**config.mk**
```make
export PLATFORM = sky130hd
export DESIGN_NAME = eth_afu_top
export DESIGN_NICKNAME = d
export VERILOG_FILES = /design/src/eth_afu_pkg.sv /design/src/mmio_decode.sv /design/src/csr_execute.sv /design/src/mmio_result.sv /design/src/eth_reg_bank.sv /design/src/eth_afu_top.sv
export VERILOG_INCLUDE_DIRS = /design/src
export SDC_FILE = /design/constraint.sdc
export NUM_CORES = 1
export LEC_CHECK = 0
export BUFFER_PORTS_ARGS = -buffer_cell sky130_fd_sc_hd__buf_4
export CAP_MARGIN = 10
export CORE_AREA = 8 8 289 291
export DETAILED_ROUTE_END_ITERATION = 10
export DIE_AREA = 0 0 297 299
export SKIP_LAST_GASP = 1
export SLEW_MARGIN = 20
export SYNTH_ARGS = -nofsm -noshare
export SYNTH_HDL_FRONTEND = slang
export SYNTH_HIERARCHICAL = 1
export SYNTH_SLANG_ARGS = --single-unit
```
**constraint.sdc**
```tcl
create_clock -name pClk -period 9.5 [get_ports pClk]
set_input_delay 0.95 -clock pClk [delete_from_list [all_inputs] [get_ports pClk]]
set_output_delay 0.95 -clock pClk [all_outputs]
set_load 0.05 [all_outputs]
```
**src/eth_afu_config.svh**
```systemverilog
//------------------------------
// Address map, constant read values and timing counts for the Ethernet AFU
// Include in any source that decodes registers or sizes the MAC bank
//------------------------------
`ifndef ETH_AFU_CONFIG_SVH
`define ETH_AFU_CONFIG_SVH

// 4-byte word addresses of the MMIO registers
`define ETH_AFU_ADDR_DFH     16'h0000
`define ETH_AFU_ADDR_ID_L    16'h0002
`define ETH_AFU_ADDR_ID_H    16'h0004
`define ETH_AFU_ADDR_INIT    16'h000A
`define ETH_AFU_ADDR_CTRL    16'h000C
`define ETH_AFU_ADDR_WDATA   16'h000E
`define ETH_AFU_ADDR_RDATA   16'h0010
`define ETH_AFU_ADDR_SCRATCH 16'h0012

// Feature header and AFU ID words
`define ETH_AFU_DFH_VALUE    64'h1000_0000_0000_0001
`define ETH_AFU_ID_L_VALUE   64'hB74F_291A_F34E_1783
`define ETH_AFU_ID_H_VALUE   64'h0518_9FE4_0676_DD24

// MAC bank size and timing
`define ETH_AFU_BANK_DEPTH   16
`define ETH_AFU_EXT_CAPTURE  3'd6
`define ETH_AFU_INIT_DELAY   20

`endif

```
**src/eth_afu_pkg.sv**
```systemverilog
//------------------------------
// Shared types for the Ethernet AFU register block
// Referenced by scoped name from the decode, execute and top modules
//------------------------------
package eth_afu_pkg;

    //------------------------------
    // Register select
    //------------------------------
    // One value per mapped register, CSR_NONE on a miss
    typedef enum logic [3:0]
    {
        CSR_NONE,
        CSR_DFH,
        CSR_ID_L,
        CSR_ID_H,
        CSR_INIT,
        CSR_CTRL,
        CSR_WDATA,
        CSR_RDATA,
        CSR_SCRATCH
    } csr_sel_e;

    //------------------------------
    // MMIO data word
    //------------------------------
    // Raw 64-bit view, or the MAC command view of the same word
    typedef union packed
    {
        logic [63:0] raw;
        struct packed
        {
            // Upper bits carry nothing for the MAC
            logic [45:0] rsvd;
            // Read and write command strobes
            logic        rd_cmd;
            logic        wr_cmd;
            // Register address inside the MAC bank
            logic [15:0] bank_addr;
        } cmd;
    } mmio_word_u;

endpackage

```
**src/mmio_decode.sv**
```systemverilog
//------------------------------
// MMIO request stage: registers the host strobes into T1
// and turns the word address into a register select
//------------------------------
`timescale 1ns/100ps
`include "eth_afu_config.svh"

module mmio_decode
(
    input  logic                  pClk,
    input  logic                  pck_cp2af_softReset_T1,
    input  logic                  mmio_wr_valid,
    input  logic                  mmio_rd_valid,
    input  logic [15:0]           mmio_addr,
    input  logic [8:0]            mmio_tid,
    input  logic [63:0]           mmio_wr_data,
    output eth_afu_pkg::csr_sel_e sel,
    output logic                  wr_en,
    output logic                  rd_en,
    output logic [8:0]            tid,
    output logic [63:0]           wr_data
);

    // Select decoded from the raw pins, captured at T1
    eth_afu_pkg::csr_sel_e sel_next;

    //------------------------------
    // Address decode
    //------------------------------
    // Full 16-bit compare, so odd or high addresses fall to CSR_NONE
    always_comb
    begin
        case (mmio_addr)
            `ETH_AFU_ADDR_DFH:     sel_next = eth_afu_pkg::CSR_DFH;
            `ETH_AFU_ADDR_ID_L:    sel_next = eth_afu_pkg::CSR_ID_L;
            `ETH_AFU_ADDR_ID_H:    sel_next = eth_afu_pkg::CSR_ID_H;
            `ETH_AFU_ADDR_INIT:    sel_next = eth_afu_pkg::CSR_INIT;
            `ETH_AFU_ADDR_CTRL:    sel_next = eth_afu_pkg::CSR_CTRL;
            `ETH_AFU_ADDR_WDATA:   sel_next = eth_afu_pkg::CSR_WDATA;
            `ETH_AFU_ADDR_RDATA:   sel_next = eth_afu_pkg::CSR_RDATA;
            `ETH_AFU_ADDR_SCRATCH: sel_next = eth_afu_pkg::CSR_SCRATCH;
            default:               sel_next = eth_afu_pkg::CSR_NONE;
        endcase
    end

    //------------------------------
    // T1 stage
    //------------------------------
    // Strobes and select
    always_ff @(posedge pClk or posedge pck_cp2af_softReset_T1)
    begin
        if (pck_cp2af_softReset_T1)
        begin
            sel   <= eth_afu_pkg::CSR_NONE;
            wr_en <= 1'b0;
            rd_en <= 1'b0;
        end
        else
        begin
            sel   <= sel_next;
            wr_en <= mmio_wr_valid;
            rd_en <= mmio_rd_valid;
        end
    end

    // Tag and write payload ride alongside
    always_ff @(posedge pClk)
    begin
        tid     <= mmio_tid;
        wr_data <= mmio_wr_data;
    end

    // Host never issues a write and a read together
    a_no_wr_rd_overlap: assert property (@(posedge pClk) disable iff (pck_cp2af_softReset_T1)
        !(mmio_wr_valid && mmio_rd_valid));

endmodule

```
**src/csr_execute.sv**
```systemverilog
//------------------------------
// Register file of the AFU: stores host writes, drives the MAC bank
// commands with self-clearing bits, and returns the registered read mux
//------------------------------
`timescale 1ns/100ps
`include "eth_afu_config.svh"

module csr_execute
(
    input  logic                  pClk,
    input  logic                  pck_cp2af_softReset_T1,
    input  eth_afu_pkg::csr_sel_e sel,
    input  logic                  wr_en,
    input  logic [63:0]           wr_data,
    input  logic [31:0]           eth_rd_data,
    input  logic                  init_done,
    output logic [63:0]           rd_data,
    output logic [31:0]           eth_ctrl_addr,
    output logic [31:0]           eth_wr_data,
    output logic                  init_start
);

    //------------------------------
    // Stored registers
    //------------------------------
    logic [63:0]            afu_init;
    eth_afu_pkg::mmio_word_u cmd_reg;
    logic [31:0]            wdata_reg;
    logic [31:0]            rdata_reg;
    logic [63:0]            scratch_reg;
    // Pulse extenders for the two command bits
    logic [2:0]             wr_extend;
    logic [2:0]             rd_extend;
    // init_done as seen by the CSR side
    logic                   init_done_r;

    // Host writes, then the extenders clear the command bits
    always_ff @(posedge pClk or posedge pck_cp2af_softReset_T1)
    begin
        if (pck_cp2af_softReset_T1)
        begin
            afu_init    <= '0;
            cmd_reg     <= '0;
            wdata_reg   <= '0;
            scratch_reg <= '0;
        end
        else
        begin
            if (wr_en)
            begin
                case (sel)
                    eth_afu_pkg::CSR_INIT:    afu_init    <= wr_data;
                    eth_afu_pkg::CSR_CTRL:    cmd_reg.raw <= {32'b0, wr_data[31:0]};
                    eth_afu_pkg::CSR_WDATA:   wdata_reg   <= wr_data[31:0];
                    eth_afu_pkg::CSR_SCRATCH: scratch_reg <= wr_data;
                    // DFH, IDs and read data are read only
                    default: ;
                endcase
            end
            // Self clear once the extender wraps
            if (&wr_extend)
                cmd_reg.cmd.wr_cmd <= 1'b0;
            if (&rd_extend)
                cmd_reg.cmd.rd_cmd <= 1'b0;
        end
    end

    //------------------------------
    // Extenders and MAC side copies
    //------------------------------
    always_ff @(posedge pClk or posedge pck_cp2af_softReset_T1)
    begin
        if (pck_cp2af_softReset_T1)
        begin
            wr_extend     <= '0;
            rd_extend     <= '0;
            eth_ctrl_addr <= '0;
            init_start    <= 1'b0;
            init_done_r   <= 1'b0;
            rdata_reg     <= '0;
        end
        else
        begin
            // Count only while the command bit is set
            wr_extend     <= wr_extend + 3'(cmd_reg.cmd.wr_cmd);
            rd_extend     <= rd_extend + 3'(cmd_reg.cmd.rd_cmd);
            eth_ctrl_addr <= cmd_reg.raw[31:0];
            init_start    <= afu_init[0];
            init_done_r   <= init_done;
            // Bank read data has settled by this count
            if (rd_extend == `ETH_AFU_EXT_CAPTURE)
                rdata_reg <= eth_rd_data;
        end
    end

    // Write data for the bank
    always_ff @(posedge pClk)
    begin
        eth_wr_data <= wdata_reg;
    end

    //------------------------------
    // Read mux, valid at T2
    //------------------------------
    always_ff @(posedge pClk)
    begin
        case (sel)
            eth_afu_pkg::CSR_DFH:     rd_data <= `ETH_AFU_DFH_VALUE;
            eth_afu_pkg::CSR_ID_L:    rd_data <= `ETH_AFU_ID_L_VALUE;
            eth_afu_pkg::CSR_ID_H:    rd_data <= `ETH_AFU_ID_H_VALUE;
            // Bit 1 reports init done
            eth_afu_pkg::CSR_INIT:    rd_data <= {afu_init[63:2], init_done_r, afu_init[0]};
            eth_afu_pkg::CSR_CTRL:    rd_data <= cmd_reg.raw;
            eth_afu_pkg::CSR_WDATA:   rd_data <= {32'b0, wdata_reg};
            eth_afu_pkg::CSR_RDATA:   rd_data <= {32'b0, rdata_reg};
            eth_afu_pkg::CSR_SCRATCH: rd_data <= scratch_reg;
            default:                  rd_data <= '0;
        endcase
    end

    // A command bit never sticks past its extender window
    a_wr_cmd_clears: assert property (@(posedge pClk) disable iff (pck_cp2af_softReset_T1)
        $rose(cmd_reg.cmd.wr_cmd) |-> ##[1:8] !cmd_reg.cmd.wr_cmd);
    a_rd_cmd_clears: assert property (@(posedge pClk) disable iff (pck_cp2af_softReset_T1)
        $rose(cmd_reg.cmd.rd_cmd) |-> ##[1:8] !cmd_reg.cmd.rd_cmd);

endmodule

```
**src/mmio_result.sv**
```systemverilog
//------------------------------
// MMIO response stage: carries tag and valid beside the read data
// and presents the response at T3
//------------------------------
`timescale 1ns/100ps

module mmio_result
(
    input  logic        pClk,
    input  logic        pck_cp2af_softReset_T1,
    input  logic        rd_en,
    input  logic [8:0]  tid,
    input  logic [63:0] rd_data,
    output logic        mmio_rsp_valid,
    output logic [8:0]  mmio_rsp_tid,
    output logic [63:0] mmio_rsp_data
);

    // T2 copies, aligned with the registered read mux
    logic       rd_en_t2;
    logic [8:0] tid_t2;

    // Valid pipe
    always_ff @(posedge pClk or posedge pck_cp2af_softReset_T1)
    begin
        if (pck_cp2af_softReset_T1)
        begin
            rd_en_t2       <= 1'b0;
            mmio_rsp_valid <= 1'b0;
        end
        else
        begin
            rd_en_t2       <= rd_en;
            mmio_rsp_valid <= rd_en_t2;
        end
    end

    // Tag and data pipe, one read per stage
    always_ff @(posedge pClk)
    begin
        tid_t2        <= tid;
        mmio_rsp_tid  <= tid_t2;
        mmio_rsp_data <= rd_data;
    end

    // Every response traces back to a read strobe
    a_rsp_follows_rd: assert property (@(posedge pClk) disable iff (pck_cp2af_softReset_T1)
        mmio_rsp_valid |-> $past(rd_en, 2));

endmodule

```
**src/eth_reg_bank.sv**
```systemverilog
//------------------------------
// Model of the MAC register side: acts on command bit edges
// and reports init done a fixed delay after init start
//------------------------------
`timescale 1ns/100ps
`include "eth_afu_config.svh"

module eth_reg_bank
(
    input  logic        pClk,
    input  logic        pck_cp2af_softReset_T1,
    input  logic [31:0] eth_ctrl_addr,
    input  logic [31:0] eth_wr_data,
    input  logic        init_start,
    output logic [31:0] eth_rd_data,
    output logic        init_done
);

    localparam int unsigned ADDR_W = $clog2(`ETH_AFU_BANK_DEPTH);
    localparam int unsigned CNT_W  = $clog2(`ETH_AFU_INIT_DELAY);

    // MAC registers
    logic [31:0]      bank [`ETH_AFU_BANK_DEPTH];
    // Previous command and init levels for edge detect
    logic             wr_cmd_q;
    logic             rd_cmd_q;
    logic             init_start_q;
    // Init sequence
    logic             init_busy;
    logic [CNT_W-1:0] init_cnt;

    logic wr_rise;
    logic rd_rise;
    logic init_rise;

    assign wr_rise   = eth_ctrl_addr[16] & ~wr_cmd_q;
    assign rd_rise   = eth_ctrl_addr[17] & ~rd_cmd_q;
    assign init_rise = init_start & ~init_start_q;

    //------------------------------
    // Edge detect and init timer
    //------------------------------
    always_ff @(posedge pClk or posedge pck_cp2af_softReset_T1)
    begin
        if (pck_cp2af_softReset_T1)
        begin
            wr_cmd_q     <= 1'b0;
            rd_cmd_q     <= 1'b0;
            init_start_q <= 1'b0;
            init_busy    <= 1'b0;
            init_cnt     <= '0;
            init_done    <= 1'b0;
        end
        else
        begin
            wr_cmd_q     <= eth_ctrl_addr[16];
            rd_cmd_q     <= eth_ctrl_addr[17];
            init_start_q <= init_start;
            // A new start restarts the sequence
            if (init_rise)
            begin
                init_done <= 1'b0;
                init_busy <= 1'b1;
                init_cnt  <= '0;
            end
            else if (init_busy)
            begin
                if (init_cnt == CNT_W'(`ETH_AFU_INIT_DELAY - 1))
                begin
                    init_done <= 1'b1;
                    init_busy <= 1'b0;
                end
                else
                    init_cnt <= init_cnt + 1'b1;
            end
        end
    end

    // Bank access on command edges
    always_ff @(posedge pClk)
    begin
        if (wr_rise)
            bank[eth_ctrl_addr[ADDR_W-1:0]] <= eth_wr_data;
        if (rd_rise)
            eth_rd_data <= bank[eth_ctrl_addr[ADDR_W-1:0]];
    end

endmodule

```
**src/eth_afu_top.sv**
```systemverilog
//------------------------------
// Ethernet AFU control block: MMIO decode, CSR execute,
// response pipe and the MAC register bank on one clock
//------------------------------
`timescale 1ns/100ps

module eth_afu_top
(
    input  logic        pClk,
    input  logic        pck_cp2af_softReset_T1,
    // Host MMIO requests
    input  logic        mmio_wr_valid,
    input  logic        mmio_rd_valid,
    input  logic [15:0] mmio_addr,
    input  logic [8:0]  mmio_tid,
    input  logic [63:0] mmio_wr_data,
    // Host MMIO read response
    output logic        mmio_rsp_valid,
    output logic [8:0]  mmio_rsp_tid,
    output logic [63:0] mmio_rsp_data
);

    //------------------------------
    // T1 request
    //------------------------------
    eth_afu_pkg::csr_sel_e sel;
    logic                  wr_en;
    logic                  rd_en;
    logic [8:0]            tid;
    logic [63:0]           wr_data;

    // T2 read data
    logic [63:0] rd_data;

    // MAC side
    logic [31:0] eth_ctrl_addr;
    logic [31:0] eth_wr_data;
    logic [31:0] eth_rd_data;
    logic        init_start;
    logic        init_done;

    mmio_decode u_mmio_decode
    (
        .pClk                   (pClk),
        .pck_cp2af_softReset_T1 (pck_cp2af_softReset_T1),
        .mmio_wr_valid          (mmio_wr_valid),
        .mmio_rd_valid          (mmio_rd_valid),
        .mmio_addr              (mmio_addr),
        .mmio_tid               (mmio_tid),
        .mmio_wr_data           (mmio_wr_data),
        .sel                    (sel),
        .wr_en                  (wr_en),
        .rd_en                  (rd_en),
        .tid                    (tid),
        .wr_data                (wr_data)
    );

    csr_execute u_csr_execute
    (
        .pClk                   (pClk),
        .pck_cp2af_softReset_T1 (pck_cp2af_softReset_T1),
        .sel                    (sel),
        .wr_en                  (wr_en),
        .wr_data                (wr_data),
        .eth_rd_data            (eth_rd_data),
        .init_done              (init_done),
        .rd_data                (rd_data),
        .eth_ctrl_addr          (eth_ctrl_addr),
        .eth_wr_data            (eth_wr_data),
        .init_start             (init_start)
    );

    mmio_result u_mmio_result
    (
        .pClk                   (pClk),
        .pck_cp2af_softReset_T1 (pck_cp2af_softReset_T1),
        .rd_en                  (rd_en),
        .tid                    (tid),
        .rd_data                (rd_data),
        .mmio_rsp_valid         (mmio_rsp_valid),
        .mmio_rsp_tid           (mmio_rsp_tid),
        .mmio_rsp_data          (mmio_rsp_data)
    );

    // Stand-in for the MAC register interface
    eth_reg_bank u_eth_reg_bank
    (
        .pClk                   (pClk),
        .pck_cp2af_softReset_T1 (pck_cp2af_softReset_T1),
        .eth_ctrl_addr          (eth_ctrl_addr),
        .eth_wr_data            (eth_wr_data),
        .init_start             (init_start),
        .eth_rd_data            (eth_rd_data),
        .init_done              (init_done)
    );

endmodule

```
# Word-level counts from Yosys, hierarchy flattened

Memories as Yosys holds them, arrays and structs flattened. A register that Yosys moved wholly into a read port is not among the register bits.
Cells that the tools add are included.

$add $sub $neg: 3
Equal/unequal tests: 11
Muxes and demuxes: 17
Bitwise operators: 6
Reduce and logical (&&, ||, !) cells: 17

Operator list:

| kind                | count |
|---|---|
| $pmux 64 s8         | 1 |
| $mux 18             | 2 |
| $eq 4x3->1 const B  | 4 |
| $reduce_and 2->1    | 8 |
| $mux 5              | 3 |
| $reduce_bool 2->1   | 6 |
| $logic_not 11->1    | 1 |
| $mux 1              | 10 |
| $eq 4x2->1 const B  | 2 |
| $add 3x1->3         | 2 |
| $reduce_and 3->1    | 2 |
| $add 5x1->5 const B | 1 |
| $eq 5x5->1 const B  | 1 |
| $eq 4x1->1 const B  | 1 |
| $eq 4x4->1 const B  | 1 |
| $mux 4              | 1 |
| $and 1x1->1         | 3 |
| $eq 3x3->1 const B  | 1 |
| $not 1->1           | 3 |
| $ne 2x1->1 const B  | 1 |

Register bits after elaboration: 519
Memory bits (writable): 512
ROM bits: 128
Input bits: 93
Output and inout port bits: 74
Logic and storage cells: 86
Memories kept: 2

Memory list:

| name                | words | bits a word | rd ports | clocked after Yosys merged registers in | write ports | line               | RTL |
|---|---|---|---|---|---|---|---|
| u_eth_reg_bank.bank | 16    | 32          | 1        | 1                                       | 1           | eth_reg_bank.sv:23 | `` logic [31:0] bank [`ETH_AFU_BANK_DEPTH]; `` |
| (no name shown)     | 32    | 4           | 1        | 0                                       | 0           | mmio_decode.sv:33  | `case (mmio_addr)` |

# Longest topological paths before layout

Gate-level depths: netlist (run 1).

Depth in word-level cells: 4
Mapped depth: 6
Gate-level depth less buffers: 4

# Hierarchy

The synthesis (run 1) kept the hierarchy.

Modules (own cells, without submodules):

| module       | times used | cells each | area each (um2) | sequential area each (um2) |
|---|---|---|---|---|
| eth_reg_bank | 1          | 879        | 20,644.8        | 16,585.9 |
| csr_execute  | 1          | 924        | 13,310.3        | 8,503.2 |
| mmio_decode  | 1          | 100        | 1,764.2         | 1,611.5 |
| mmio_result  | 1          | 85         | 1,695.4         | 1,691.6 |

# Least setup slack after synthesis (run 1)

No wires, ideal clock.

Path type: flip-flop to flip-flop
Start: reg u_csr_execute.eth_ctrl_addr[0]
End: mem u_eth_reg_bank.bank[0][0] (enable)
Library setup time: 461 ps
Data arrival time: 3,533 ps
Required time: 9,039 ps
Path slack: 5,506 ps
Cell stages (with the launch flop): 6
Path buffers: 3
Period minus slack after synthesis: 3,994 ps
Path through: dfrtp_1 > buf_2 > buf_6 > buf_6 > or4b_4 > nor3_1

RTL lines:

| what                   | line               | RTL |
|---|---|---|
| start, declared        | csr_execute.sv:18  | `output logic [31:0] eth_ctrl_addr,` |
| start signal, assigned | csr_execute.sv:87  | `eth_ctrl_addr <= cmd_reg.raw[31:0];` |
| end, declared          | eth_reg_bank.sv:23 |  |

Straight into the memory's write port.

# Final worst setup path (run 1)

Start: reg u_mmio_decode.sel[0]
End: reg u_csr_execute.afu_init[52]

Cells in the longest elaborated chain, start to end: 2

RTL lines:

| what                              | line              | RTL |
|---|---|---|
| start, declared                   | mmio_decode.sv:17 | `output eth_afu_pkg::csr_sel_e sel,` |
| start signal, assigned            | mmio_decode.sv:54 | `sel <= eth_afu_pkg::CSR_NONE;` |
| start signal, assigned            | mmio_decode.sv:60 | `sel <= sel_next;` |
| $eq 4x3->1                        | csr_execute.sv:51 | `case (sel)` |
| $reduce_and 2->1 (no source line) | --                |  |
| end signal, assigned              | csr_execute.sv:52 | `eth_afu_pkg::CSR_INIT: afu_init <= wr_data;` |
| end, declared                     | csr_execute.sv:26 | `logic [63:0] afu_init;` |

Every way passes these cells.
A chain may end at the register's enable or synchronous reset.

==> summary.log, run 1 <==
qor: run_status.run_status finished, final reports clean
qor: detailed_routing.drt-wirelength-per-cell 24.7 um
qor: finish.area_of_the_multi_input_gates 0.00860 mm2
qor: finish.utilization 0.544
qor: setup_path.timing.critical_path.arrival 3760 ps
qor: die.area_of_the_core_region 0.0786 mm2
qor: setup_path.path_delay_family simple AND/OR/NAND/NOR gates
qor: timing.final_hold_viol_count 0
qor: power.switching_share 0.195
qor: logic_synthesis.mappedNetlistArea 0.0368 mm2
qor: power.vdd_drop_max 126 uV
qor: setup_path.critical_path.startpoint_type flip-flop
qor: power.netSwitchingPower 1.75 mW
qor: detailed_routing.avgViaCountPerCell 5.54
qor: detailed_routing.routed-via-count 18300
qor: timing.setup_tns 0 ps
qor: power.power.sequential.fraction 0.533
qor: power.combPwrFrac 0.009
qor: finish.flow.area_growth_from_synthesis 16.3%
qor: finish.leading_cell_type_in_the_layout_fill_and_taps_excluded edfxtp_1
qor: die.ios 167
qor: global_route.initial_antenna_violation_count 3
qor: clocking.numClockSinks 1050
qor: global_route.grt_use_met2 0.294
qor: setup_path.critPathMaxStageDelay 710 ps
qor: setup_path.crit_chain or2_1, nor2_4, buf_4, mux2_2
qor: finish.post_route_cells_drive_above_1_share 0.317
qor: die.initial_core_util 0.468
qor: clocking.clk_pin_slew 60 ps
qor: finish.flip_flop_count_of_the_largest_register_all_copies_and_words_added 512
qor: min_path.hp-class primary input to asynchronous set/reset pin
qor: timing.maxSlewHeadroom 0.275
qor: setup_path.end_kind flip-flop
qor: clocking.cts_htree_levels 3
qor: clocking.clkLatencyLatePin 650 ps
qor: global_route.first_global_vias 19100
qor: setup_path.critical_path_buf_inv_count 1
qor: clocking.clk_path_buf_depth 3
qor: detailed_routing.drc 0
qor: clocking.post_cts_repair_resize_count 0
qor: timing.timing.clock.skew 17.8 ps
qor: power.clkPwrFrac 0.458
qor: detailed_routing.finalWirelength 81.8 mm
qor: clocking.clock_tree.root_cell clkbuf_16
qor: power.power_report.internal_total 7.23 mW
qor: setup_path.critical_path.max_fanout 48
qor: timing.timing.final.max_slew_violations 0
qor: global_route.grt_start_max_net_pins 96
qor: die.chipHeight 299 um
qor: timing.period_minus_slack 3250 ps
qor: timing.max_freq 0.308 GHz
qor: setup_path.worst_path_max_delay_cell dfrtp_2
qor: die.floorplan.die.width 297 um
qor: global_route.grtUsageTotal 0.181
qor: global_route.met3_usage 0.0324
qor: finish.layout.filler_cells 6133
qor: global_route.grt_first_pass_wirelength 123 mm
qor: logic_synthesis.syn_avg_cell_area 18.7 um2
qor: timing.worst_slew_pin_slew 1090 ps
qor: finish.final_net_count 2266
qor: logic_synthesis.postSynthCellCount 1962
qor: logic_synthesis.synth.yosys.warnings 6
qor: power.power-per-cell-area 210 mW/mm2
qor: clocking.cts_hold_buffers 0
qor: clocking.cts_inserted_buffers 107
qor: logic_synthesis.synth_fp_nets 2060
qor: detailed_routing.drtPass1Iterations 5
qor: placed_design.routabilityCongestion 0.791
qor: power.p_leak 14.8 nW
qor: global_route.global_route.usage.met1 0.254
qor: setup_path.critPathKind flip-flop to flip-flop
qor: job.timing.max_cap.violations 0
qor: finish.mostFrequentLayoutCells edfxtp_1 (544), dfrtp_1 (251), dfxtp_1 (251)
qor: global_route.grt_overflow_total 0
qor: clocking.tritoncts yes
qor: timing.setup_viol 0
qor: die.die-area 0.0888 mm2
qor: clocking.postCtsSetupRepairBufs 0
qor: detailed_routing.dr.first_iter.drc_count 1445
qor: setup_path.cp_data_required_time 10020 ps
qor: global_route.globalRoute.busiestLayer met2
qor: die.floorplan.rows 103
qor: detailed_routing.route.antenna.remaining_nets 0
qor: finish.area.sequential 0.0278 mm2
qor: timing.rsz_0062_raised_after_global_routing false
qor: timing.share_of_the_clock_period_used_by_the_worst_path_after_layout 0.342
qor: power.power 8.98 mW
qor: placed_design.numPortBuffers 166
qor: placed_design.place_hpwl 45.2 mm
[power by group through the flow]
stage               clock, mW  sequential, mW  combinational, mW
floorplan                   0            4.88             0.0274
global placement            0            4.88             0.0786
detailed placement          0            4.88             0.0813
CTS                      4.20            4.79             0.0815
global route             4.40            4.79             0.0878
finish                   4.11            4.79             0.0791
[final cells by class]
type	instances	area share
Clock buffer	153	0.0736
Timing Repair Buffer	205	0.0361
Antenna cell	2	0.000117
Inverter	10	0.00105
Multi-Input combinational cell	794	0.201
Tap cell	1050	0.0307
Clock inverter	44	0.00837
Sequential cell	1050	0.649
[through the flow]
stage	setup slack [ps]	hold WS, ps	instances	cell area, um2
6_report	6250	211	3308	42800
5_1_grt	6020	182	3306	42800
4_1_cts	6230	167	3306	42800
3_5_place_dp	6010	312	3109	39200
3_3_place_gp	6090	310	3109	39200
2_1_floorplan	2050	310	1962	36800
[metal layers]
metal	share of wire	up-vias	wire length [um]
met5	0	-	0
met4	0.022	0	1790
met3	0.053	128	4310
met2	0.48	515	39000
met1	0.45	9657	36700
li1	-	8026	-
[final timing paths]
kind,from,to,slack [ps],depth (start not counted)
max reg2reg,u_mmio_decode/sel[0],u_csr_execute/afu_init[52],6250,4
min reg2reg,u_mmio_result/tid_t2[4],u_mmio_result/mmio_rsp_tid[4],320,0
max in group asynchronous,pck_cp2af_softReset_T1,u_csr_execute/scratch_reg[5],7060,4
max,u_mmio_decode/sel[0],u_csr_execute/afu_init[52],6250,4
min in group pClk,u_mmio_result/tid_t2[4],u_mmio_result/mmio_rsp_tid[4],320,0
min,pck_cp2af_softReset_T1,u_mmio_result/rd_en_t2,210,2
(Power assumes the default switching activity.)
==> inputs of run 2 (changes only) <==
--- a/config.mk
+++ b/config.mk
@@ -11,6 +11,7 @@
 export CORE_AREA = 8 8 289 291
 export DETAILED_ROUTE_END_ITERATION = 10
 export DIE_AREA = 0 0 297 299
+export PLACE_DENSITY = 0.67
 export SKIP_LAST_GASP = 1
 export SLEW_MARGIN = 20
 export SYNTH_ARGS = -nofsm -noshare
==> constraint.sdc (replaced) <==
create_clock -name pClk -period 2.8 [get_ports pClk]
set_input_delay 0.28 -clock pClk [delete_from_list [all_inputs] [get_ports pClk]]
set_output_delay 0.28 -clock pClk [all_outputs]
set_load 0.05 [all_outputs]
==> summary.log, run 2 (synthesis results as in run 1) <==
qor: run_status.run_status finished, final reports clean
qor: timing.period_minus_slack 2630 ps
qor: timing.max_freq 0.381 GHz
qor: die.area_of_the_core_region 0.0786 mm2
qor: die.ios 167
qor: timing.setup_viol 0
qor: timing.worst_slew_pin_slew 940 ps
qor: clocking.numClockSinks 1050
qor: setup_path.critPathMaxStageDelay 590 ps
qor: die.die-area 0.0888 mm2
qor: timing.final_hold_viol_count 0
qor: detailed_routing.drt-wirelength-per-cell 24.3 um
qor: detailed_routing.route.antenna.remaining_nets 0
qor: die.floorplan.die.width 297 um
qor: clocking.tritoncts yes
qor: setup_path.critical_path_buf_inv_count 5
qor: placed_design.routabilityCongestion 0.779
qor: detailed_routing.drc 0
qor: setup_path.cp_data_required_time 3370 ps
qor: setup_path.end_kind flip-flop
qor: detailed_routing.drtPass1Iterations 5
qor: detailed_routing.dr.first_iter.drc_count 1703
qor: timing.setup_tns 0 ps
qor: clocking.post_cts_repair_resize_count 0
qor: power.p_leak 15.3 nW
qor: clocking.clock_tree.root_cell clkbuf_16
qor: setup_path.timing.reg2reg.setup_slack 550 ps
qor: finish.flip_flop_count_of_the_largest_register_all_copies_and_words_added 512
qor: setup_path.critPathKind primary input to flip-flop
qor: setup_path.reg_to_reg_endpoint u_eth_reg_bank/bank[10][26]
qor: clocking.clkLatencyLatePin 660 ps
qor: clocking.cts_htree_levels 3
qor: job.timing.max_cap.violations 0
qor: clocking.postCtsSetupRepairBufs 0
qor: finish.leading_cell_type_in_the_layout_fill_and_taps_excluded edfxtp_1
qor: clocking.clk_path_buf_depth 3
qor: global_route.grt_overflow_total 0
qor: placed_design.place_hpwl 48.5 mm
qor: setup_path.worst_path_max_delay_cell dlygate4sd3_1
qor: global_route.initial_antenna_violation_count 5
qor: placed_design.numPortBuffers 166
qor: setup_path.worst_r2r_path_depth 3
qor: die.floorplan.rows 103
qor: setup_path.critical_path.startpoint_type primary input
qor: setup_path.timing.critical_path.arrival 3200 ps
qor: finish.antenna_cells_inserted 0
qor: global_route.first_global_vias 19900
qor: min_path.hp-class primary input to asynchronous set/reset pin
qor: clocking.clk_pin_slew 60 ps
qor: global_route.grt_first_pass_wirelength 127 mm
qor: setup_path.worstReg2RegStart u_csr_execute/eth_ctrl_addr[0]
qor: global_route.grt_start_max_net_pins 80
qor: die.chipHeight 299 um
qor: detailed_routing.avgViaCountPerCell 5.54
qor: power.vdd_drop_max 539 uV
qor: setup_path.critical_path.most_common_cell dlygate4sd3_1
qor: timing.timing.clock.skew 23.0 ps
qor: finish.flow.area_growth_from_synthesis 20.0%
qor: global_route.grtUsageTotal 0.184
qor: finish.final_net_count 2387
qor: setup_path.path_delay_family buffers and inverters
qor: clocking.cts_hold_buffers 85
qor: timing.timing.final.max_slew_violations 0
qor: die.initial_core_util 0.468
qor: timing.maxSlewHeadroom 0.370
qor: finish.post_route_cells_drive_above_1_share 0.316
qor: setup_path.critical_path.max_fanout 2
qor: power.power 30.2 mW
qor: detailed_routing.finalWirelength 83.2 mm
qor: timing.share_of_the_clock_period_used_by_the_worst_path_after_layout 0.938
qor: setup_path.crit_chain dlygate4sd3_1, buf_4, nor4_4, dlygate4sd3_1, nand4_1, dlygate4sd3_1, a21oi_1, dlygate4sd3_1
qor: timing.rsz_0062_raised_after_global_routing false
qor: finish.mostFrequentLayoutCells edfxtp_1 (544), dfrtp_1 (251), dfxtp_1 (251)
qor: setup_path.worstSetupPathDepth 8
qor: detailed_routing.routed-via-count 19000
qor: finish.layout.filler_cells 5947
qor: clocking.cts_inserted_buffers 106
qor: power.power-per-cell-area 685 mW/mm2
==> run 2: per-layer routing <==
metal	global-route usage	vias up	routed length, um
li1	-	8275	-
met1	0.262	9905	36600
met2	0.297	707	39400
met3	0.0290	109	5660
met4	0.0506	0	1530
met5	0	-	0
==> run 2: worst max path at each step <==
stage | startpoint | end
5_1_grt | mmio_addr[5] | u_mmio_decode/sel[2]
3_5_place_dp | u_csr_execute/eth_ctrl_addr[0] | u_eth_reg_bank/eth_rd_data[22]
4_1_cts | mmio_addr[5] | u_mmio_decode/sel[2]
3_3_place_gp | u_csr_execute/eth_ctrl_addr[0] | u_eth_reg_bank/eth_rd_data[22]
6_report | mmio_addr[5] | u_mmio_decode/sel[2]
2_1_floorplan | pck_cp2af_softReset_T1 | u_csr_execute/afu_init[0]
==> run 2: metrics by stage <==
stage / util / hold slack (ps) / std cells / area [um2] / setup WS (ps)
floorplan: - / 21.2 / 1962 / 36800 / -586
global placement: 0.507 / 193 / 3146 / 39900 / 569
detailed placement: 0.507 / 193 / 3146 / 39900 / 562
CTS: 0.561 / 68.2 / 3427 / 44100 / 215
global route: 0.561 / 111 / 3427 / 44100 / 123
finish: 0.561 / 126 / 3427 / 44100 / 175
==> run 2: tightest hold or removal path, stage by stage <==
cell and delay (ps):
dlygate4sd3_1 550, buf_4 170, inv_1 90
==> run 2: report_power, final <==
group / total (mW) / internal, mW / switching, mW
registers: 16.2 / 16.2 / 0.0746
logic: 0.374 / 0.197 / 0.177
clock network: 13.6 / 7.89 / 5.71
total: 30.2 / 24.3 / 5.96
==> run 2: layout make-up <==
type,count,area (um2),area share
clock buffers,136,2880,0.0652
clock inverters,60,502,0.0114
inverters,10,41.3,0.000936
multi-input cells,794,8630,0.196
flip-flops and latches,1050,27800,0.629
well taps,1050,1310,0.0298
repair buffers,327,2990,0.0679
==> inputs of run 3 (changes only) <==
--- a/config.mk
+++ b/config.mk
@@ -11,7 +11,7 @@
 export CORE_AREA = 8 8 289 291
 export DETAILED_ROUTE_END_ITERATION = 10
 export DIE_AREA = 0 0 297 299
-export PLACE_DENSITY = 0.67
+export GPL_ROUTABILITY_DRIVEN = 0
 export SKIP_LAST_GASP = 1
 export SLEW_MARGIN = 20
 export SYNTH_ARGS = -nofsm -noshare
==> constraint.sdc (replaced) <==
create_clock -name pClk -period 2.65 [get_ports pClk]
set_input_delay 0.265 -clock pClk [delete_from_list [all_inputs] [get_ports pClk]]
set_output_delay 0.265 -clock pClk [all_outputs]
set_load 0.05 [all_outputs]
==> summary.log, run 3 (synthesis results as in run 1) <==
qor: run_status.run_status finished, final reports clean
qor: setup_path.path_delay_family buffers and inverters
qor: clocking.cts_inserted_buffers 105
qor: die.floorplan.rows 103
qor: setup_path.critPathMaxStageDelay 620 ps
qor: finish.mostFrequentLayoutCells edfxtp_1 (544), dfrtp_1 (251), dfxtp_1 (251)
qor: clocking.clkLatencyLatePin 650 ps
qor: setup_path.cp_data_required_time 3190 ps
qor: clocking.tritoncts yes
qor: detailed_routing.dr.first_iter.drc_count 1418
qor: global_route.grt_start_max_net_pins 97
qor: detailed_routing.routed-via-count 18700
qor: global_route.grtUsageTotal 0.188
qor: setup_path.end_kind flip-flop
qor: timing.fin_worst_hold_slack 81.1 ps
qor: finish.leading_cell_type_in_the_layout_fill_and_taps_excluded edfxtp_1
qor: detailed_routing.avgViaCountPerCell 5.47
qor: power.vdd_drop_max 483 uV
qor: die.ios 167
qor: setup_path.timing.critical_path.arrival 2790 ps
qor: timing.share_of_the_clock_period_used_by_the_worst_path_after_layout 0.851
qor: timing.maxSlewHeadroom 0.473
qor: timing.final_hold_viol_count 0
qor: power.power 32.0 mW
qor: die.floorplan.die.width 297 um
qor: power.p_leak 15.3 nW
qor: die.initial_core_util 0.468
qor: setup_path.critical_path.most_common_cell dlygate4sd3_1
qor: setup_path.critical_path.max_fanout 2
qor: global_route.first_global_vias 20100
qor: detailed_routing.drt-wirelength-per-cell 24.4 um
qor: setup_path.crit_chain dlygate4sd3_1, buf_4, nor4_4, dlygate4sd3_1, nand4_1, dlygate4sd3_1, a21oi_1
qor: placed_design.place_hpwl 48.0 mm
qor: die.die-area 0.0888 mm2
qor: job.timing.max_cap.violations 0
qor: clocking.clock_tree.root_cell clkbuf_16
qor: clocking.clk_path_buf_depth 3
qor: timing.max_freq 0.444 GHz
qor: detailed_routing.drc 0
qor: setup_path.critPathKind primary input to flip-flop
qor: finish.final_net_count 2381
qor: finish.flip_flop_count_of_the_largest_register_all_copies_and_words_added 512
qor: detailed_routing.route.antenna.remaining_nets 0
qor: clocking.cts_htree_levels 3
qor: setup_path.worst_path_max_delay_cell dlygate4sd3_1
qor: clocking.clk_pin_slew 60 ps
qor: clocking.numClockSinks 1050
qor: power.power-per-cell-area 725 mW/mm2
qor: timing.timing.clock.skew 16.6 ps
qor: placed_design.numPortBuffers 166
qor: global_route.grt_first_pass_wirelength 128 mm
qor: global_route.initial_antenna_violation_count 1
qor: finish.layout.filler_cells 5988
qor: detailed_routing.finalWirelength 83.7 mm
qor: timing.rsz_0062_raised_after_global_routing false
qor: timing.setup_tns 0 ps
qor: min_path.hp-class primary input to asynchronous set/reset pin
qor: timing.setup_viol 0
qor: detailed_routing.drtPass1Iterations 5
qor: finish.flow.area_growth_from_synthesis 20.2%
qor: setup_path.critical_path.startpoint_type primary input
qor: timing.timing.final.max_slew_violations 0
qor: setup_path.critical_path_buf_inv_count 4
qor: die.chipHeight 299 um
qor: die.area_of_the_core_region 0.0786 mm2
qor: finish.post_route_cells_drive_above_1_share 0.313
qor: timing.period_minus_slack 2250 ps
qor: timing.worst_slew_pin_slew 790 ps
qor: global_route.grt_overflow_total 0
run 3: path summary, 6_finish.rpt:
| kind | from | end | slack, ps | cells after the start |
|---|---|---|---|---|
| min reg2reg | u_mmio_decode/tid[3] | u_mmio_result/tid_t2[3] | 320 | 0 |
| max | mmio_addr[5] | u_mmio_decode/sel[1] | 400 | 7 |
| min in group pClk | mmio_addr[1] | u_mmio_decode/sel[1] | 130 | 4 |
| min | pck_cp2af_softReset_T1 | u_mmio_result/rd_en_t2 | 80 | 3 |
| max reg2reg | u_csr_execute/eth_ctrl_addr[0] | u_eth_reg_bank/eth_rd_data[27] | 410 | 4 |
| max in group asynchronous | pck_cp2af_softReset_T1 | u_csr_execute/scratch_reg[63] | 1550 | 4 |
run 3: worst register-to-register path, delay by kind of cell (launching register included):
family	cells	cell delay, ps
AOI/OAI and AO/OA	1	230
buffers and inverters	1	370
DFF	1	730
muxes	1	580
and+or+nand+nor	1	90
run 3: routing by layer:
layer,part of all wire,track usage,vias up
li1,-,-,8277
met3,0.054,0.0340,137
met4,0.024,0.0492,0
met1,0.45,0.263,9820
met2,0.48,0.304,505
met5,0,0,-
run 3: layout make-up:
type                    count  area (um2)  area share
diodes                      1        2.50   0.0000566
clock buffers             168        3190      0.0722
clock inverters            29         244     0.00552
inverters                  10        41.3    0.000935
multi-input cells         794        8630       0.195
flip-flops and latches   1050       27800       0.628
well taps                1050        1310      0.0297
repair buffers            322        3010      0.0680
run 3: report_power, final:
part / switching (mW) / internal, mW / total (mW)
combinational: 0.186 / 0.205 / 0.391
clock: 5.96 / 8.52 / 14.5
sequential: 0.0736 / 17.1 / 17.2
total: 6.22 / 25.8 / 32.0
run 3: per-stage QoR:
stage	instance area (um2)	std cells	setup slack [ps]	utilization
detailed placement	39900	3141	377	0.507
global placement	39900	3141	389	0.507
floorplan	36800	1962	-721	-
global route	44200	3423	245	0.562
CTS	44200	3423	371	0.562
finish	44200	3424	395	0.562
run 3: repair_timing:
item                                    4_1_cts  5_1_grt
hold buffers                                 85        0
setup buffers                                 0        0
gates resized for setup                       0        0
endpoints found under the setup margin        0        0
hold endpoints to repair                    275        0
